File: config.mk
export PLATFORM = sky130hd
export DESIGN_NAME = ex_mem_flat
export DESIGN_NICKNAME = d
export VERILOG_FILES = /design/src/verilog/mem_pkg.sv /design/src/verilog/mem_stage_if.sv /design/src/verilog/ex_mem.sv /design/src/flat_wrapper.sv
export SDC_FILE = /design/constraint.sdc
export NUM_CORES = 1
export LEC_CHECK = 0
export ABC_AREA = 1
export BUFFER_PORTS_ARGS = -buffer_cell sky130_fd_sc_hd__buf_2
export CAP_MARGIN = 5
export CORE_AREA = 2 2 113 115
export DETAILED_ROUTE_END_ITERATION = 10
export DIE_AREA = 0 0 115 117
export PLACE_DENSITY_LB_ADDON = 0.08
export RECOVER_POWER = 100
export SYNTH_ARGS = -nofsm -noshare
export SYNTH_HDL_FRONTEND = slang
export SYNTH_SLANG_ARGS = --single-unit
File: constraint.sdc
create_clock -name clk -period 1 [get_ports clk]
set_input_delay 0.05 -clock clk [delete_from_list [all_inputs] [get_ports clk]]
set_output_delay 0.05 -clock clk [all_outputs]
set_load 0.02 [all_outputs]
File: src/verilog/mem_pkg.sv
////////////////////
// shared widths and codes for the memory slice
// addresses are assumed naturally aligned
////////////////////
`default_nettype none

package mem_pkg;

    localparam int xlen        = 32;
    localparam int reg_addr_w  = 5;
    localparam int inst_type_w = 8;
    localparam int strb_w      = xlen / 8;

    // ram uses word address bits 9:2, upper bits ignored
    localparam int dmem_words  = 256;
    localparam int dmem_aw     = $clog2(dmem_words);

    localparam logic [inst_type_w-1:0] inst_alu   = 8'h01; // unknown codes behave like alu
    localparam logic [inst_type_w-1:0] inst_load  = 8'h02;
    localparam logic [inst_type_w-1:0] inst_store = 8'h04;

    localparam logic [1:0] size_byte = 2'd0;
    localparam logic [1:0] size_half = 2'd1;
    localparam logic [1:0] size_word = 2'd2;

    // load/store sequencer states
    localparam logic [1:0] st_idle    = 2'd0;
    localparam logic [1:0] st_request = 2'd1;
    localparam logic [1:0] st_release = 2'd2;

    typedef struct packed {
        logic       unsigned_flag; // funct3[2]
        logic [1:0] size;          // funct3[1:0]
    } ls_fields_t;

    // funct3 of a load/store, seen as raw bits or as its fields
    typedef union packed {
        logic [2:0] raw;
        ls_fields_t fields;
    } ls_sel_u;

endpackage

`default_nettype wire

File: src/verilog/mem_stage_if.sv
////////////////////
// registered instruction into the load/store stage
////////////////////
`default_nettype none

interface mem_stage_if import mem_pkg::*; ();

    logic                   valid;
    logic [inst_type_w-1:0] inst_type;
    logic                   rd_ena;
    logic [xlen-1:0]        rd_data;   // alu result or store data
    logic [reg_addr_w-1:0]  rd_addr;
    ls_sel_u                ls_sel;
    logic [xlen-1:0]        ls_addr;
    logic                   done;      // held instruction finishes this cycle

    modport reg_side (
        output valid, inst_type, rd_ena, rd_data, rd_addr, ls_sel, ls_addr,
        input  done
    );

    modport stage_side (
        input  valid, inst_type, rd_ena, rd_data, rd_addr, ls_sel, ls_addr,
        output done
    );

endinterface

`default_nettype wire
File: src/verilog/ex_mem.sv
////////////////////
// ex/mem register, upstream holds its inputs while ex_ready is low
////////////////////
`default_nettype none

module ex_mem import mem_pkg::*; (
    input  logic                   clk,
    input  logic                   arst_n,
    input  logic                   ex_valid,
    input  logic [inst_type_w-1:0] ex_inst_type,
    input  logic                   ex_rd_ena,
    input  logic [xlen-1:0]        ex_rd_data,
    input  logic [reg_addr_w-1:0]  ex_rd_addr,
    input  ls_sel_u                ex_ls_sel,
    input  logic [xlen-1:0]        ex_ls_addr,
    output logic                   ex_ready,
    mem_stage_if.reg_side          stage
);

    // free, or the held instruction leaves at this edge
    assign ex_ready = !stage.valid || stage.done;

    always_ff @(posedge clk or negedge arst_n) begin
        if (!arst_n) begin
            stage.valid      <= 1'b0;
            stage.inst_type  <= '0;
            stage.rd_ena     <= 1'b0;
            stage.rd_data    <= '0;
            stage.rd_addr    <= '0;
            stage.ls_sel.raw <= '0;
            stage.ls_addr    <= '0;
        end else if (ex_ready) begin
            if (ex_valid) begin
                stage.valid     <= 1'b1;
                stage.inst_type <= ex_inst_type;
                stage.rd_ena    <= ex_rd_ena;
                stage.rd_data   <= ex_rd_data;
                stage.rd_addr   <= ex_rd_addr;
                stage.ls_sel    <= ex_ls_sel;
                stage.ls_addr   <= ex_ls_addr;
            end else begin
                // nothing offered, insert a bubble
                stage.valid      <= 1'b0;
                stage.inst_type  <= '0;
                stage.rd_ena     <= 1'b0;
                stage.rd_data    <= '0;
                stage.rd_addr    <= '0;
                stage.ls_sel.raw <= '0;
                stage.ls_addr    <= '0;
            end
        end
    end

endmodule

`default_nettype wire

File: src/flat_wrapper.sv
// flat-port wrapper written by rule: the top's interface ports become plain ports
module ex_mem_flat import mem_pkg::*;
  (clk, arst_n, ex_valid, ex_inst_type, ex_rd_ena, ex_rd_data, ex_rd_addr, ex_ls_sel, ex_ls_addr, ex_ready, stage_valid, stage_inst_type, stage_rd_ena, stage_rd_data, stage_rd_addr, stage_ls_sel, stage_ls_addr, stage_done);
  mem_stage_if stage_i ();
  input  logic clk;
  input  logic arst_n;
  input  logic ex_valid;
  input  logic [inst_type_w-1:0] ex_inst_type;
  input  logic ex_rd_ena;
  input  logic [xlen-1:0] ex_rd_data;
  input  logic [reg_addr_w-1:0] ex_rd_addr;
  input  ls_sel_u ex_ls_sel;
  input  logic [xlen-1:0] ex_ls_addr;
  output logic ex_ready;
  output wire logic [$bits(stage_i.valid)-1:0] stage_valid;
  output wire logic [$bits(stage_i.inst_type)-1:0] stage_inst_type;
  output wire logic [$bits(stage_i.rd_ena)-1:0] stage_rd_ena;
  output wire logic [$bits(stage_i.rd_data)-1:0] stage_rd_data;
  output wire logic [$bits(stage_i.rd_addr)-1:0] stage_rd_addr;
  output wire logic [$bits(stage_i.ls_sel)-1:0] stage_ls_sel;
  output wire logic [$bits(stage_i.ls_addr)-1:0] stage_ls_addr;
  input wire logic [$bits(stage_i.done)-1:0] stage_done;
  assign stage_valid = stage_i.valid;
  assign stage_inst_type = stage_i.inst_type;
  assign stage_rd_ena = stage_i.rd_ena;
  assign stage_rd_data = stage_i.rd_data;
  assign stage_rd_addr = stage_i.rd_addr;
  assign stage_ls_sel = stage_i.ls_sel;
  assign stage_ls_addr = stage_i.ls_addr;
  assign stage_i.done = stage_done;
  ex_mem u_core (.clk(clk), .arst_n(arst_n), .ex_valid(ex_valid), .ex_inst_type(ex_inst_type), .ex_rd_ena(ex_rd_ena), .ex_rd_data(ex_rd_data), .ex_rd_addr(ex_rd_addr), .ex_ls_sel(ex_ls_sel), .ex_ls_addr(ex_ls_addr), .ex_ready(ex_ready), .stage(stage_i));
endmodule
* After elaboration in Yosys (flattened, before gate mapping) *
Index checks and enable logic that the tools add are counted.
Widths: inputs -> output; s select.

word-level totals
  logic and storage cells = 16
  input port bits = 85
  register bits after elaboration = 82

cells by class
  multiplexer cells = 7
  reductions and logical operators = 2

operator list
  kind              count
  $mux 32           2
  $mux 8            1
  $mux 5            1
  $mux 3            1
  $mux 1            2
  $logic_not 1->1   1
  $logic_or 1x1->1  1

* Longest topological paths before layout *
Gate-level depths: netlist of run 1.

  word-level depth = 2
  gate-level depth with buffers = 6

* Worst setup path after synthesis of run 1 *
OpenSTA, ideal clock, no wires.

  kind = flip-flop to flip-flop
  start point = register u_core.stage.valid
  end point = register u_core.stage.inst_type[5]
  library setup time = 117 ps
  required time = 883 ps
  cell stages (with the launch flop) = 7
  path buffers = 3
  clock period less this slack = 1,152 ps
  slack = -152 ps
  data arrival time = 1,036 ps
  path through = dfrtp_1 buf_6 nand2_4 buf_12 buf_12 nand2_2 nand2_1

between the ends
  word-level cells in the longest chain between the ends = 2

RTL lines
  item                      line                RTL
  start: declaration        mem_stage_if.sv:18  output valid, inst_type, rd_ena, rd_data, rd_addr, ls_sel, ls_addr,
  start signal: assignment  ex_mem.sv:25        stage.valid <= 1'b0;
  start signal: assignment  ex_mem.sv:34        stage.valid <= 1'b1;
  start signal: assignment  ex_mem.sv:43        stage.valid <= 1'b0;
  $logic_not 1->1           ex_mem.sv:21        assign ex_ready = !stage.valid || stage.done;
  $logic_or 1x1->1          ex_mem.sv:21
  end signal: assignment    ex_mem.sv:35        stage.inst_type <= ex_inst_type;
  end: declaration          mem_stage_if.sv:18

No other way between the ends.
A chain may end at the register's enable or synchronous reset.

* Worst setup path in the final report of run 1 *
  start point = register u_core.stage.valid
  end point = output port ex_ready

between the ends
  word-level cells in the longest chain between the ends = 2

RTL lines
  item              line                RTL
  $logic_not 1->1   ex_mem.sv:21
  $logic_or 1x1->1  ex_mem.sv:21
  end: declaration  flat_wrapper.sv:14  output logic ex_ready;

No other way between the ends.

==> reports/qor.yml, run 1 <==
outcome:
  outcome: "complete, but fails checks"
  violations: "negative hold slack, negative setup slack"
yosys:
  synth_top_cells_by_area: "dfrtp_1, nand2_1, nand2_2"
  syn_avg_cell_area_sq_um: 7.97
  synth_top_area_share_pct: 48.9
  synth_top_area_cell: "dfrtp_1"
  synthFlopType: "dfrtp_1"
  synth_seq_area_share_pct: 48.9
  syn_inst: 526
  synth-edff-count: 0
  ys_ff_latch: 82
  yosysWarnings: 0
  ys_types: 12
  synth_fp_nets: 611
  yosysMostFrequentCell: "nand2_1"
  synth.cell_area_sq_um: 4190
  async_reset_ff_share_pct: 100
  synthTopCellsByCount: "nand2_1, dfrtp_1, nand3_1"
detailed_routing:
  dr_total_vias: 3904
  drt-pass1-iter-count: 5
  drc: 0
  ant_nets: 0
  drt_iter0_markers: 217
  wl_per_cell_um: 13.5
  totalWireLength_mm: 11.9
  routed_via_density: 4.41
sta:
  rsz0062_at_grt: "true"
  finalCritPeriodShare_pct: 115
  worst_hold_slack_ps: -1.28
  tightest_slew_ps: 595
  slew_headroom_pct: 60.3
  maxSlewViolCount: 0
  setup_violations: 81
  fin_ws_ps: -153
  fin_worst_skew_ps: 5.39
  hold_viol_final: 1
  fin_crit_ps: 1150
  fmax_mhz: 867
run:
  drv_cap: 0
global_routing:
  grt_pass1_wl_mm: 19.1
  grtUsageTotal_pct: 18.1
  overflow: 0
  antenna_found_initial: 0
  grt_pass1_vias: 3890
  grt_max_degree: 52
pwr:
  power_density_nw_per_um2: 1460
  ir_drop_uv: 593
  total_power_mw: 8.72
  p_leak_nw: 3.72
placement:
  io_buffers: 167
  placed_area_sq_um: 5140
  place_hpwl_mm: 7.60
  place_congestion: 0.708
critical_path:
  path_cells: "nand2_4, buf_12, buf_8"
  slowest_delay_ps: 450
  slowest_stage: "dfrtp_2"
  path_class: "register to primary output"
  critical_path.max_fanout: 4
  worst_ep_required_time_ps: 950
  endpoint_kind: "primary output"
  critPathLaunchType: "register"
  worstPathArrival_ps: 1100
worst_hold_path:
  hold_class: "input pin to register"
finish:
  fillCellCount: 1270
  final_util_pct: 48.4
  n_antenna_cell: 0
  nNetsFinal: 817
  area_growth_pct: 42.1
  final_area_sq_um: 5960
  drive_above_1_share_pct: 37.7
floorplan:
  num_rows: 41
  die_area_sq_um: 13500
  die_y_um: 117
  io_pins: 168
  coreArea_sq_um: 12300
  start_util_pct: 34.1
  die_w_um: 115
clock_network:
  numCtsBuffers: 9
  htreeDepth: 3
  root_buffer: "clkbuf_16"
  clk_pin_slew_ps: 60
  cts_max_path_buffers: 2
  cts.sinks: 82
  clk_latency_ps: 340
  tritoncts: "done"
-- state kept, by name, summed over array words and instances (netlist names) --
name	cells
u_core.stage.inst_type	8
u_core.stage.rd_addr	5
u_core.stage.rd_ena	1
u_core.stage.ls_addr	32
u_core.stage.ls_sel	3
u_core.stage.valid	1
u_core.stage.rd_data	32
-- layout by cell type, fill, tap and decap left out, drive strengths merged --
cell         instances
buf                108
clkinv               9
nand3               81
nand2              245
dfrtp               82
inv                 74
dlygate4sd3         38
clkbuf              98
-- where the power goes --
part	switching [mW]	internal [mW]
clock network	1.25	1.73
logic	1.19	0.798
registers	0.170	3.59
total	2.60	6.12
-- final timing paths --
path                                                           start  depth (start not counted)  slack (ps)                                     to
worst max-delay path                  u_core.stage.valid$_DFFE_PN0P_                          3        -150                               ex_ready
worst min-delay path                                 ex_inst_type[0]                          5          -1  u_core.stage.inst_type[0]$_DFFE_PN0P_
worst max register to register        u_core.stage.valid$_DFFE_PN0P_                          5        -100   u_core.stage.rd_data[16]$_DFFE_PN0P_
min in group asynchronous                                     arst_n                          3         370   u_core.stage.rd_data[11]$_DFFE_PN0P_
worst min register to register  u_core.stage.rd_data[11]$_DFFE_PN0P_                          2         510   u_core.stage.rd_data[11]$_DFFE_PN0P_
max in group asynchronous                                     arst_n                          3         180         u_core.stage.valid$_DFFE_PN0P_
-- worst max-delay path, delay by kind of cell (launching register included) --
family                 cells  cell delay [ps]
flip-flops                 1              450
buffers and inverters      2              210
AND/OR/NAND/NOR            1              100
-- metrics by stage --
| stage | worst slack, ps | setup TNS [ps] | cells | hold WS (ps) |
|---|---|---|---|---|
| 2_1_floorplan | -89.2 | -6660 | 526 | -246 |
| 3_3_place_gp | 32.7 | 0 | 825 | 55.8 |
| 3_5_place_dp | 0.540 | 0 | 825 | 45.9 |
| 4_1_cts | -155 | -9040 | 883 | 0.0660 |
| 5_1_grt | -190 | -10400 | 885 | 17.5 |
| 6_report | -153 | -5500 | 885 | -1.28 |
-- cell families after synthesis --
family,after synthesis,synth area share (%)
simple gates,326,36.0
buf+inv,118,15.1
flops,82,48.9
-- cell type report --
class | count | area (sq um) | share of cell area, %
sequential | 82 | 2050 | 34.5
timing repair buffer | 230 | 1630 | 27.3
multi-input combinational | 326 | 1530 | 25.6
inverter | 83 | 312 | 5.23
clock buffer | 14 | 254 | 4.26
tap | 150 | 188 | 3.15
-- per-layer routing --
metal | vias up | global-route usage, % | wire length, um
met5 | - | 0 | 0
met4 | 0 | 6.02 | 167
met3 | 12 | 3.76 | 681
met2 | 115 | 29.8 | 5620
met1 | 1814 | 24.1 | 5450
li1 | 1963 | - | -
-- timing repair --
action,CTS,global route
hold buffers,38,0
buffers inserted,5,1
pin swaps,1,1
gates resized for setup,14,17
setup endpoints to repair,12,84
hold endpoints to repair,119,0
cloned,1,2
Power figures use the tool's default switching activity.
==> run 2: changes to the inputs <==
--- a/config.mk
+++ b/config.mk
@@ -9,10 +9,10 @@
 export BUFFER_PORTS_ARGS = -buffer_cell sky130_fd_sc_hd__buf_2
 export CAP_MARGIN = 5
 export CORE_AREA = 2 2 113 115
+export CTS_BUF_LIST = sky130_fd_sc_hd__clkbuf_16
 export DETAILED_ROUTE_END_ITERATION = 10
 export DIE_AREA = 0 0 115 117
 export PLACE_DENSITY_LB_ADDON = 0.08
-export RECOVER_POWER = 100
 export SYNTH_ARGS = -nofsm -noshare
 export SYNTH_HDL_FRONTEND = slang
 export SYNTH_SLANG_ARGS = --single-unit
==> run 2 against run 1 <==
Compared with the run above:
- the run ends with negative setup slack left
- register-to-register slack barely moved
- clock power fell by 4%
- flip-flop and latch count is the same
- worst hold slack better by 11 ps
- largest power group unchanged
- worst setup slack better by 2.9 ps
- sequential share of layout area decreased by 0.53 points
- via count up 1.2%
- combinational power grew 3%
- die area stayed put
==> reports/qor.yml, run 2 (synthesis gave the netlist of run 1 again) <==
critical_path:
  cp.depth: 3
  slowest_delay_ps: 450
  path_class: "register to primary output"
  slowest_stage: "dfrtp_2"
  worstPathArrival_ps: 1100
  worst_ep_required_time_ps: 950
  path_cells: "nand2_4, buf_12, buf_8"
  critPathTopFamily: "flip-flops"
  critical_path.max_fanout: 4
  critPathBufInv: 2
  worst-r2r-cell-count: 5
  endpoint_kind: "primary output"
  critPathLaunchType: "register"
finish:
  drive_above_1_share_pct: 37.1
  reg.largest.list: "u_core.stage.ls_addr: 32 flops, u_core.stage.rd_data: 32 flops, u_core.stage.inst_type: 8 flops"
  final_cell_mix: "nand2_1, buf_2, dfrtp_1, nand3_1, inv_1"
  area_growth_pct: 44.3
  fin_cells: 894
  layout_commonest_cell: "nand2_1"
  nNetsFinal: 826
  n_antenna_cell: 0
  final_util_pct: 49.1
  fillCellCount: 1249
detailed_routing:
  drt_iter0_markers: 226
  wl_per_cell_um: 13.4
  routed_via_density: 4.42
  drc: 0
  dr_total_vias: 3952
  ant_nets: 0
  drt-pass1-iter-count: 4
  totalWireLength_mm: 12.0
clock_network:
  root_buffer: "clkbuf_16"
  clk_pin_slew_ps: 60
  clk_latency_ps: 340
  cts.sinks: 82
  cts_max_path_buffers: 2
  tritoncts: "done"
  numCtsBuffers: 9
  htreeDepth: 3
floorplan:
  start_util_pct: 34.1
  die_w_um: 115
  die_area_sq_um: 13500
  num_rows: 41
  coreArea_sq_um: 12300
  io_pins: 168
  die_y_um: 117
placement:
  place_hpwl_mm: 7.60
  pre_cts_ws_ps: 0.540
  place_congestion: 0.708
  dp_cells: 825
  io_buffers: 167
pwr:
  power_density_nw_per_um2: 1430
  total_power_mw: 8.63
  p_leak_nw: 3.81
  ir_drop_uv: 670
worst_hold_path:
  worstHoldPathCells: 5
  hold_class: "input pin to register"
global_routing:
  overflow: 0
  antenna_found_initial: 0
  grt_pass1_wl_mm: 19.3
  grt_max_degree: 52
  grtUsageTotal_pct: 18.3
  grt_pass1_vias: 3966
sta:
  slew_headroom_pct: 76.8
  fin_worst_skew_ps: 4.00
  maxSlewViolCount: 0
  fin_ws_ps: -151
  fin_crit_ps: 1150
  hold_viol_final: 0
  rsz0062_at_grt: "true"
  finalCritPeriodShare_pct: 115
  fmax_mhz: 869
  tightest_slew_ps: 348
  setup_violations: 79
run:
  drv_cap: 0
outcome:
  violations: "negative setup slack"
  outcome: "complete, but fails checks"
## run 2: stage by stage
stage | hold WS (ps) | instance area (sq um) | TNS (ps)
6_report | 9.39 | 6050 | -5660
5_1_grt | 15.7 | 6050 | -10200
4_1_cts | 0.460 | 5980 | -9060
3_5_place_dp | 45.9 | 5140 | 0
3_3_place_gp | 55.8 | 5140 | 0
2_1_floorplan | -246 | 4190 | -6660
## run 2: final cells by class
cell class              count  area (sq um)  area share, %
clock inverters             5          18.8          0.310
inverters                  83           312           5.15
multi-input cells         326          1520           25.0
flip-flops and latches     82          2050           33.9
repair buffers            239          1740           28.7
clock buffers               9           225           3.72
well taps                 150           188           3.10
## run 2: per-layer routing
metal,up-vias,GRT usage [%],part of all wire [%]
li1,1979,-,-
met1,1835,24.3,45
met2,127,30.0,48
met3,11,3.50,5.8
met4,0,6.75,1.5
met5,-,0,0
## run 2: worst paths after layout
path                                                startpoint                                   end  slack, ps
setup / recovery                u_core.stage.valid$_DFFE_PN0P_                              ex_ready       -150
hold / removal                                  ex_ls_addr[21]  u_core.stage.ls_addr[21]$_DFFE_PN0P_          9
hold reg to reg            u_core.stage.rd_addr[1]$_DFFE_PN0P_   u_core.stage.rd_addr[1]$_DFFE_PN0P_        500
max in group asynchronous                               arst_n        u_core.stage.valid$_DFFE_PN0P_        500
min in group asynchronous                               arst_n  u_core.stage.rd_data[12]$_DFFE_PN0P_        240
setup reg to reg                u_core.stage.valid$_DFFE_PN0P_   u_core.stage.rd_data[6]$_DFFE_PN0P_       -100
## run 2: timing repair
item | CTS | global route
hold buffers | 47 | 0
hold endpoints to repair | 128 | 0
cloned | 1 | 2
buffers inserted | 5 | 1
resized for setup | 14 | 13
setup endpoints to repair | 12 | 84
pin swaps | 1 | 1
## run 2: worst register-to-register path, stage by stage, from the launching register on
cell and delay, ps:
dfrtp_2 450, nand2_4 110, buf_6 180, clkbuf_16 200, nand2_2 50, nand2_1 50
## run 2: report_power, final
group,total [mW],internal (mW),switching [mW],leakage (nW)
clock,2.85,1.61,1.24,0.134
combinational,2.03,0.836,1.19,2.62
sequential,3.75,3.59,0.158,1.06
total,8.63,6.04,2.59,3.81
