===== src/verilog/mem_pkg.sv =====
////////////////////
// shared widths and codes for the memory slice
// addresses are assumed naturally aligned
////////////////////
`default_nettype none

package mem_pkg;

    localparam int xlen        = 32;
    localparam int reg_addr_w  = 5;
    localparam int inst_type_w = 8;
    localparam int strb_w      = xlen / 8;

    // ram uses word address bits 9:2, upper bits ignored
    localparam int dmem_words  = 256;
    localparam int dmem_aw     = $clog2(dmem_words);

    localparam logic [inst_type_w-1:0] inst_alu   = 8'h01; // unknown codes behave like alu
    localparam logic [inst_type_w-1:0] inst_load  = 8'h02;
    localparam logic [inst_type_w-1:0] inst_store = 8'h04;

    localparam logic [1:0] size_byte = 2'd0;
    localparam logic [1:0] size_half = 2'd1;
    localparam logic [1:0] size_word = 2'd2;

    // load/store sequencer states
    localparam logic [1:0] st_idle    = 2'd0;
    localparam logic [1:0] st_request = 2'd1;
    localparam logic [1:0] st_release = 2'd2;

    typedef struct packed {
        logic       unsigned_flag; // funct3[2]
        logic [1:0] size;          // funct3[1:0]
    } ls_fields_t;

    // funct3 of a load/store, seen as raw bits or as its fields
    typedef union packed {
        logic [2:0] raw;
        ls_fields_t fields;
    } ls_sel_u;

endpackage

`default_nettype wire


===== src/verilog/dmem_if.sv =====
////////////////////
// four-phase req/ack data memory port
// rdata only valid while ack is high
////////////////////
`default_nettype none

interface dmem_if import mem_pkg::*; ();

    logic              req;
    logic              we;
    logic [xlen-1:0]   addr;
    logic [xlen-1:0]   wdata;
    logic [strb_w-1:0] wstrb;
    logic              ack;
    logic [xlen-1:0]   rdata;

    modport master (
        output req, we, addr, wdata, wstrb,
        input  ack, rdata
    );

    modport slave (
        input  req, we, addr, wdata, wstrb,
        output ack, rdata
    );

endinterface

`default_nettype wire


===== src/verilog/mem_stage_if.sv =====
////////////////////
// registered instruction into the load/store stage
////////////////////
`default_nettype none

interface mem_stage_if import mem_pkg::*; ();

    logic                   valid;
    logic [inst_type_w-1:0] inst_type;
    logic                   rd_ena;
    logic [xlen-1:0]        rd_data;   // alu result or store data
    logic [reg_addr_w-1:0]  rd_addr;
    ls_sel_u                ls_sel;
    logic [xlen-1:0]        ls_addr;
    logic                   done;      // held instruction finishes this cycle

    modport reg_side (
        output valid, inst_type, rd_ena, rd_data, rd_addr, ls_sel, ls_addr,
        input  done
    );

    modport stage_side (
        input  valid, inst_type, rd_ena, rd_data, rd_addr, ls_sel, ls_addr,
        output done
    );

endinterface

`default_nettype wire

===== src/verilog/mem_access.sv =====
////////////////////
// load/store stage, one access in flight at a time
// misaligned addresses are not handled
////////////////////
`default_nettype none

module mem_access import mem_pkg::*; (
    input  logic                  clk,
    input  logic                  arst_n,
    mem_stage_if.stage_side       stage,
    dmem_if.master                dmem,
    output logic                  wb_valid,
    output logic                  wb_rd_ena,
    output logic [reg_addr_w-1:0] wb_rd_addr,
    output logic [xlen-1:0]       wb_rd_data
);

    logic              is_load;
    logic              is_store;
    logic              is_mem;
    logic [1:0]        state_q;
    logic              req_q;
    logic [4:0]        lane_shift;
    logic [xlen-1:0]   rdata_sh;
    logic [xlen-1:0]   load_val;
    logic [xlen-1:0]   wb_data_nxt;
    logic [strb_w-1:0] strb;

    always_comb begin
        is_load  = 1'b0;
        is_store = 1'b0;
        case (stage.inst_type)
            inst_load:  is_load  = 1'b1;
            inst_store: is_store = 1'b1;
            inst_alu:   ;
            default:    ;                     // treated as alu
        endcase
    end

    assign is_mem     = is_load || is_store;
    assign lane_shift = {stage.ls_addr[1:0], 3'b000};

    // alu finishes at once, memory ops when ack comes back
    assign stage.done = stage.valid && (!is_mem || (state_q == st_request && dmem.ack));

    // handshake sequencer
    always_ff @(posedge clk or negedge arst_n) begin
        if (!arst_n) begin
            state_q <= st_idle;
            req_q   <= 1'b0;
        end else begin
            case (state_q)
                st_idle: begin
                    if (stage.valid && is_mem && !dmem.ack) begin
                        req_q   <= 1'b1;
                        state_q <= st_request;
                    end
                end
                st_request: begin
                    if (dmem.ack) begin
                        req_q   <= 1'b0;
                        state_q <= st_release;
                    end
                end
                st_release: begin
                    // wait for ack low before the next request
                    if (!dmem.ack) begin
                        if (stage.valid && is_mem) begin
                            req_q   <= 1'b1;
                            state_q <= st_request;
                        end else begin
                            state_q <= st_idle;
                        end
                    end
                end
                default: state_q <= st_idle;
            endcase
        end
    end

    always_comb begin
        case (stage.ls_sel.fields.size)
            size_byte: strb = strb_w'(4'b0001) << stage.ls_addr[1:0];
            size_half: strb = strb_w'(4'b0011) << stage.ls_addr[1:0];
            default:   strb = '1;                 // word
        endcase
    end

    assign dmem.req   = req_q;
    assign dmem.we    = is_store;
    assign dmem.addr  = stage.ls_addr;
    assign dmem.wdata = stage.rd_data << lane_shift;  // move into byte lane
    assign dmem.wstrb = strb;

    // load lane select and extension
    assign rdata_sh = dmem.rdata >> lane_shift;

    always_comb begin
        case (stage.ls_sel.fields.size)
            size_byte: begin
                if (stage.ls_sel.fields.unsigned_flag)
                    load_val = {{(xlen-8){1'b0}}, rdata_sh[7:0]};
                else
                    load_val = {{(xlen-8){rdata_sh[7]}}, rdata_sh[7:0]};
            end
            size_half: begin
                if (stage.ls_sel.fields.unsigned_flag)
                    load_val = {{(xlen-16){1'b0}}, rdata_sh[15:0]};
                else
                    load_val = {{(xlen-16){rdata_sh[15]}}, rdata_sh[15:0]};
            end
            default:   load_val = dmem.rdata;     // word
        endcase
    end

    assign wb_data_nxt = is_load ? load_val : stage.rd_data;

    // writeback register
    always_ff @(posedge clk or negedge arst_n) begin
        if (!arst_n) begin
            wb_valid  <= 1'b0;
            wb_rd_ena <= 1'b0;
        end else begin
            wb_valid <= stage.done;
            if (stage.done)
                wb_rd_ena <= stage.rd_ena && !is_store;  // stores write no register
        end
    end

    always_ff @(posedge clk) begin
        if (stage.done) begin
            wb_rd_addr <= stage.rd_addr;
            wb_rd_data <= wb_data_nxt;
        end
    end

endmodule

`default_nettype wire


===== src/flat_wrapper.sv =====
// flat-port wrapper written by rule: the top's interface ports become plain ports
module mem_access_flat import mem_pkg::*;
  (clk, arst_n, wb_valid, wb_rd_ena, wb_rd_addr, wb_rd_data, stage_valid, stage_inst_type, stage_rd_ena, stage_rd_data, stage_rd_addr, stage_ls_sel, stage_ls_addr, stage_done, dmem_req, dmem_we, dmem_addr, dmem_wdata, dmem_wstrb, dmem_ack, dmem_rdata);
  mem_stage_if stage_i ();
  dmem_if dmem_i ();
  input  logic clk;
  input  logic arst_n;
  output logic wb_valid;
  output logic wb_rd_ena;
  output logic [reg_addr_w-1:0] wb_rd_addr;
  output logic [xlen-1:0] wb_rd_data;
  input wire logic [$bits(stage_i.valid)-1:0] stage_valid;
  input wire logic [$bits(stage_i.inst_type)-1:0] stage_inst_type;
  input wire logic [$bits(stage_i.rd_ena)-1:0] stage_rd_ena;
  input wire logic [$bits(stage_i.rd_data)-1:0] stage_rd_data;
  input wire logic [$bits(stage_i.rd_addr)-1:0] stage_rd_addr;
  input wire logic [$bits(stage_i.ls_sel)-1:0] stage_ls_sel;
  input wire logic [$bits(stage_i.ls_addr)-1:0] stage_ls_addr;
  output wire logic [$bits(stage_i.done)-1:0] stage_done;
  output wire logic [$bits(dmem_i.req)-1:0] dmem_req;
  output wire logic [$bits(dmem_i.we)-1:0] dmem_we;
  output wire logic [$bits(dmem_i.addr)-1:0] dmem_addr;
  output wire logic [$bits(dmem_i.wdata)-1:0] dmem_wdata;
  output wire logic [$bits(dmem_i.wstrb)-1:0] dmem_wstrb;
  input wire logic [$bits(dmem_i.ack)-1:0] dmem_ack;
  input wire logic [$bits(dmem_i.rdata)-1:0] dmem_rdata;
  assign stage_i.valid = stage_valid;
  assign stage_i.inst_type = stage_inst_type;
  assign stage_i.rd_ena = stage_rd_ena;
  assign stage_i.rd_data = stage_rd_data;
  assign stage_i.rd_addr = stage_rd_addr;
  assign stage_i.ls_sel = stage_ls_sel;
  assign stage_i.ls_addr = stage_ls_addr;
  assign stage_done = stage_i.done;
  assign dmem_req = dmem_i.req;
  assign dmem_we = dmem_i.we;
  assign dmem_addr = dmem_i.addr;
  assign dmem_wdata = dmem_i.wdata;
  assign dmem_wstrb = dmem_i.wstrb;
  assign dmem_i.ack = dmem_ack;
  assign dmem_i.rdata = dmem_rdata;
  mem_access u_core (.clk(clk), .arst_n(arst_n), .stage(stage_i), .dmem(dmem_i), .wb_valid(wb_valid), .wb_rd_ena(wb_rd_ena), .wb_rd_addr(wb_rd_addr), .wb_rd_data(wb_rd_data));
endmodule

===== config.mk =====
export PLATFORM = sky130hd
export DESIGN_NAME = mem_access_flat
export DESIGN_NICKNAME = d
export VERILOG_FILES = /design/src/verilog/mem_pkg.sv /design/src/verilog/dmem_if.sv /design/src/verilog/mem_stage_if.sv /design/src/verilog/mem_access.sv /design/src/flat_wrapper.sv
export SDC_FILE = /design/constraint.sdc
export NUM_CORES = 1
export LEC_CHECK = 0
export BUFFER_PORTS_ARGS = -buffer_cell sky130_fd_sc_hd__buf_2
export CAP_MARGIN = 15
export CORE_MARGIN = 4
export CORE_UTILIZATION = 40
export DETAILED_ROUTE_END_ITERATION = 6
export PLACE_DENSITY = 0.79
export SETUP_SLACK_MARGIN = 0.05
export SYNTH_ARGS = -nofsm -noshare
export SYNTH_HDL_FRONTEND = slang
export SYNTH_SLANG_ARGS = --single-unit

===== constraint.sdc =====
create_clock -name clk -period 9.6 [get_ports clk]
set_input_delay 0.48 -clock clk [delete_from_list [all_inputs] [get_ports clk]]
set_output_delay 0.48 -clock clk [all_outputs]
set_load 0.05 [all_outputs]

== Word-level counts from Yosys, hierarchy flattened ==
Cells that the tools add are included.
Operators by class
  equal/unequal tests: 9
  shift operators: 4
  muxes and demuxes: 17
  reduce and logical (&&, ||, !) cells: 15
Operators with widths (count)
  32-bit two-way mux: 3
  32-bit one-hot mux with 2 select lines: 1
  32-bit by 5-bit left shift with 32-bit output: 1
  32-bit by 5-bit >> shifter with 16-bit output: 1
  8-bit by 2-bit == test with 1-bit output, second input constant: 1
  8-bit by 3-bit == test with 1-bit output, second input constant: 1
  4-bit one-hot mux with 2 select lines: 1
  1-bit two-way mux: 7
  2-bit two-way mux: 3
  2-bit one-hot mux with 3 select lines: 1
  1-bit logical AND: 5
  5-bit AND reduction: 1
  2-bit by 1-bit == test with 1-bit output, second input constant: 2
  2-bit zero test: 2
  2-bit by 1-bit != test with 1-bit output, second input constant: 2
  2-bit != test, second input constant: 2
  1-bit by 2-bit left shift with 4-bit output, first input constant: 1
  2-bit by 2-bit left shift with 4-bit output, first input constant: 1
  1-bit zero test: 3
  1-bit one-hot mux with 3 select lines: 1
  3-bit AND reduction: 1
  3-bit nonzero test: 1
  2-bit == test, second input constant: 1
  1-bit logical OR: 2
Word-level totals
  register bits: 42
  bits of input ports: 117
  output and inout port bits: 110
  logic and storage cells: 51

== Depth between registers and ports, before layout ==
  depth in word-level cells: 7
  mapped depth: 6
  depth with buffers taken out: 4

== Worst setup path after synthesis ==
OpenSTA, ideal clock, no wires.
  path kind: input to register
  start point: input port stage_inst_type[1]
  end point: register u_core.wb_rd_ena
  setup time: 273 ps
  data arrival time: 3815 ps
  required time: 9327 ps
  slack: 5513 ps
  stages on the path: 3
  buffers on the path: 0
  cells stage by stage: xor2_1 -> a41oi_1 -> mux2i_1
On the way
  longest elaborated chain between the ends: 6
  elaborated cells on any way between the ends: 10
  those cells by class: eq/ne (2); mux (2); reduce/logical (6)
RTL lines
  start, declared: RTL line flat_wrapper.sv:13  | input wire logic [$bits(stage_i.inst_type)-1:0] stage_inst_type;
  8-bit by 2-bit == test with 1-bit output / 8-bit by 3-bit == test with 1-bit output (equally long branches): RTL line mem_access.sv:32  | case (stage.inst_type)
  1-bit two-way mux: RTL line mem_access.sv:32
  1-bit logical OR (*): RTL line mem_access.sv:40  | assign is_mem = is_load || is_store;
  1-bit zero test (*): RTL line mem_access.sv:44  | assign stage.done = stage.valid && (!is_mem || (state_q == st_request && dmem.ack));
  1-bit logical OR (*): RTL line mem_access.sv:44
  1-bit logical AND (*): RTL line mem_access.sv:44
  via stage_done: RTL line flat_wrapper.sv:19  | output wire logic [$bits(stage_i.done)-1:0] stage_done;
  end signal, assigned: RTL line mem_access.sv:126  | wb_rd_ena <= stage.rd_ena && !is_store;
  end, declared: RTL line mem_access.sv:13  | output logic wb_rd_ena,
The timed path passes the listed nets; every way through them passes the cells marked *.
A chain may end at the register's enable or synchronous reset.

== Worst setup path after layout ==
  start point: input port stage_ls_addr[0]
  end point: output port dmem_wstrb[2]
On the way
  longest elaborated chain between the ends: 2
  elaborated cells on any way between the ends: 3
  those cells by class: shift (2); mux (1)
RTL lines
  start, declared: RTL line flat_wrapper.sv:18  | input wire logic [$bits(stage_i.ls_addr)-1:0] stage_ls_addr;
  2-bit by 2-bit left shift with 4-bit output / 1-bit by 2-bit left shift with 4-bit output (equally long branches): RTL line mem_access.sv:84, mem_access.sv:83
  4-bit one-hot mux with 2 select lines (*): RTL line mem_access.sv:82  | case (stage.ls_sel.fields.size)
  end, declared: RTL line flat_wrapper.sv:24  | output wire logic [$bits(dmem_i.wstrb)-1:0] dmem_wstrb;
Mark *: on every way between the ends. The rest lies on a longest branch, timed or not.

==> out/results.md <==
| Stage | Metric | Reported |
|:---|:---|:---|
| outcome | Run status | complete, no violations |
| synthesis | #FFs+latches synth | 42 |
| global routing | Pin count of the biggest net entering global routing | 54 |
| synthesis | Number of nets in the synthesized netlist | 460 |
| synthesis | Largest cells by area after synthesis | sky130_fd_sc_hd__edfxtp_1 (35%), sky130_fd_sc_hd__mux2i_1 (8.3%), sky130_fd_sc_hd__buf_4 (7.6%), sky130_fd_sc_hd__nand2_1 (4.8%), sky130_fd_sc_hd__dfrtp_1 (4.0%) |
| routing | DRC violation total after the first TritonRoute iteration | 130 |
| synthesis | Synth Area in Simple Gates | 22.3% |
| timing | Final critical-path share of the clock period | 31.4% |
| worst setup path | Register-to-Register Setup Slack | 7.86 ns |
| worst setup path | Number of cells on the worst reg-to-reg path | 3 |
| worst setup path | End of the critical path | dmem_wstrb[2] |
| pwr | Leakage dissipation | 1.87 nW |
| timing | Total Neg Setup Slack | 0 ns |
| synthesis | Cells after Synth | 343 |
| synthesis | Post-Synthesis Mean Instance Area | 9.16 µm² |
| timing | Number of slew-limit violations in the final report | 0 |
| floorplanning | Chip width | 96.6 µm |
| final layout | Final nets | 583 |
| worst setup path | Critical path type | in -> out |
| timing | Final Hold Vio Count | 0 |
| pwr | Peak supply drop | 60.3 µV |
| floorplanning | Placeable Area | 7690 µm² |
| worst setup path | Launching instance or port of the critical path | stage_ls_addr[0] |
| timing | Setup repair after global routing missed its margin | no |
| timing | Shortest period the worst path allows | 3.02 ns |
| synthesis | Share of synthesized area spent on multiplexers | 9.00% |
| routing | Wirelength per Cell | 19.5 µm |
| synthesis | List of most frequent post-synthesis cells | sky130_fd_sc_hd__nand2_1 (40), sky130_fd_sc_hd__edfxtp_1 (37), sky130_fd_sc_hd__buf_4 (32) |
| synthesis | Post-synth EDFFs | 37 |
| worst setup path | Worst R2R End | u_core.wb_rd_data[25] |
| global routing | Grt total ovfl | 0 |
| final layout | Diode insertion count for antenna repair | 0 |
| clock tree | H-tree Lvls | 2 |
| flow run | Max_cap viols | 0 |
| clock tree | Post-cts repair resize count | 0 |
| clock tree | Number of setup buffers added after CTS | 0 |
| synthesis | Sequential element share of the synthesized area | 39.3% |
| routing | Number of detailed-route iterations in the first pass | 5 |
| timing | Timing-limited maximum frequency | 332 MHz |
| floorplanning | Chip Height | 96.6 µm |
| timing | Worst clock skew | 0.00499 ns |
| synthesis | Post-Syn Area | 3140 µm² |
| final layout | Final core utilization | 51.4% |
| placed design | Placer's final routability congestion estimate | 0.863 |
| hold path | Path category of the worst min-delay check | in -> reg |
| final layout | Synth-to-layout area growth | 25.8% |
| clock tree | CTS tree | built |
| synthesis | Share of Yosys cell area claimed by the top area cell type | 35.4% |
| global routing | Number of global-route vias before repair | 3085 |
| floorplanning | Num rows | 32 |
| clock tree | Num CTS Buffers | 5 |
| routing | Routed via count | 3122 |
| synthesis | Dominant cell type by area after synthesis | sky130_fd_sc_hd__edfxtp_1 |
| worst setup path | Data required, critical path | 9.12 ns |
| timing | Least-Margin Pin Slew | 1.07 ns |
| floorplanning | Initial core utilization | 40.9% |
| hold path | Worst hold path stage count | 1 |
| clock tree | Clock tree root buffer cell | sky130_fd_sc_hd__clkbuf_8 |
| final layout | Ratio of cells with drive above 1 in the final layout | 41.5% |
| worst setup path | Category of the worst setup path capture point | primary output |
| routing | Post-detailed-route count of antenna-violating nets | 0 |
| timing | Relative slew slack | 28.6% |
| routing | Vias per Instance | 5.49 |
| clock tree | Worst-Skew Late Latency | 0.30 ns |
| placed design | Port Buf Inserts | 166 |
| synthesis | Combinational family with the most area after synthesis | simple AND/OR/NAND/NOR gates |
| global routing | Antenna violations before repair | 1 |
| synthesis | Prevailing post-synth register cell | sky130_fd_sc_hd__edfxtp_1 |
| worst setup path | Data arrival time at the worst-slack endpoint | 2.54 ns |
| worst setup path | Kind of launch point of the worst setup path | input pin |
| placed design | Detail Placement HPWL | 8380 µm |
| synthesis | Most used standard cell by instance count after synthesis | sky130_fd_sc_hd__nand2_1 |
| synthesis | Fraction of the mapped netlist area in compound gates | 17.0% |
| floorplanning | Top-level port count | 227 |
| synthesis | Proportion of synthesized flip-flops having asynchronous set or reset | 11.9% |
| synthesis | Xor and xnor fraction of the mapped netlist area | 0.557% |
| synthesis | Synthesized-area fraction occupied by adder cells | 0% |
| hold path | Hold path startpoint | stage_rd_addr[3] |
| global routing | First-pass GRT wire length | 17200 µm |
| worst setup path | Launch instance of the worst register-to-register path | u_core.state_q[1] |
| worst setup path | Largest fanout of any net on the critical path | 49 |
| floorplanning | Floorplan die area | 9340 µm² |
| routing | Total detailed-routing wirelength | 11100 µm |
| clock tree | Count of clock tree sinks | 42 |
| global routing | Total routing usage reported by global routing | 23.1% |
| clock tree | Clock tree buffer depth | 2 |
| pwr | Power density over the cells | 150 nW/µm² |
| routing | Final routed DRC violation total | 0 |
| synthesis | Unique cell type count in the Yosys netlist | 42 |
| synthesis | Count of synthesis-stage warnings from yosys | 0 |
| timing | Number of endpoints failing setup at the final stage | 0 |
| clock tree | Clock transition at path regs | 0.09 ns |
[sequential cells by signal (all words and copies together) (netlist names)]
register,cells
u_core.wb_rd_ena,1
u_core.dmem.req,1
u_core.wb_rd_addr,5
u_core.wb_valid,1
u_core.wb_rd_data,32
u_core.state_q,2
[metrics by stage]
stage	cells	hold WS [ns]	instance area [µm²]	setup WS [ns]	power, mW
finish	569	0.350	3960	6.58	0.593
global route	569	0.335	3960	6.45	0.618
global placement	560	0.294	3810	6.68	0.424
floorplan	343	0.184	3140	5.51	0.398
CTS	569	0.343	3960	6.60	0.597
detailed placement	560	0.308	3810	6.61	0.426
[power breakdown]
group / switching, mW / internal [mW] / leakage, nW / total (mW)
Clock: 0.0667 / 0.104 / 0.0683 / 0.171
Sequential: 0.00401 / 0.215 / 0.427 / 0.219
Combinational: 0.150 / 0.0530 / 1.37 / 0.203
[worst min-delay path by stage]
stage	to	slack, ns
floorplan	u_core.dmem.req	0.18
global placement	u_core.wb_valid	0.29
detailed placement	u_core.wb_rd_ena	0.31
CTS	u_core.wb_rd_addr[3]	0.34
global route	u_core.wb_rd_addr[3]	0.34
finish	u_core.wb_rd_addr[3]	0.35
[critical path, cell delays in order]
cell,delay [ns]
sky130_fd_sc_hd__buf_2,0.08
sky130_fd_sc_hd__buf_4,0.51
sky130_fd_sc_hd__nor2b_1,0.92
sky130_fd_sc_hd__a211o_1,0.24
sky130_fd_sc_hd__buf_2,0.26
[final cells by class]
type / count / area (µm²)
fillers: 777 / 3730
multi-input cells: 240 / 1550
flip-flops and latches: 42 / 1240
repair buffers: 173 / 886
well taps: 102 / 128
clock buffers: 5 / 68.8
clock inverters: 3 / 68.8
inverters: 4 / 15.0
[kinds of logic after synthesis]
group                  Yosys count
AO/OA/AOI/OAI                   81
XOR/XNOR                         2
buffers and inverters           61
flip-flops                      42
multiplexers                    28
AND/OR/NAND/NOR                129
[layer usage]
layer	up-vias	wire, µm	global-route usage [%]
li1	1453	-	-
met1	1460	3980	25.9
met2	186	5940	42.7
met3	21	1030	6.49
met4	2	156	5.83
met5	-	7	0
[what timing repair did]
item	4_1_cts	5_1_grt
hold buffers	1	0
endpoints found under the hold margin	5	0
endpoints found under the setup margin	0	0
[placed cells by master (no fill, tap or decap), types with 2 or more instances in the layout]
cell,n
sky130_fd_sc_hd__buf_2,166
sky130_fd_sc_hd__nand2_1,40
sky130_fd_sc_hd__edfxtp_1,37
sky130_fd_sc_hd__mux2i_1,26
sky130_fd_sc_hd__nand3_1,23
sky130_fd_sc_hd__o21ai_0,21
sky130_fd_sc_hd__nor2_1,19
sky130_fd_sc_hd__a21oi_1,15
sky130_fd_sc_hd__nor2b_1,10
sky130_fd_sc_hd__nand3_2,10
sky130_fd_sc_hd__nand2b_1,10
sky130_fd_sc_hd__a211oi_1,8
sky130_fd_sc_hd__and2_1,8
sky130_fd_sc_hd__o22a_1,8
sky130_fd_sc_hd__a22oi_1,7
sky130_fd_sc_hd__o2bb2ai_1,7
sky130_fd_sc_hd__buf_4,6
sky130_fd_sc_hd__clkbuf_8,5
sky130_fd_sc_hd__dfrtp_1,5
sky130_fd_sc_hd__o21ai_1,4
sky130_fd_sc_hd__inv_1,4
sky130_fd_sc_hd__nand3b_1,3
sky130_fd_sc_hd__and4b_1,2
sky130_fd_sc_hd__mux2_2,2
sky130_fd_sc_hd__a211o_1,2
sky130_fd_sc_hd__bufinv_16,2
No activity file was read; power rests on OpenSTA's default activity.
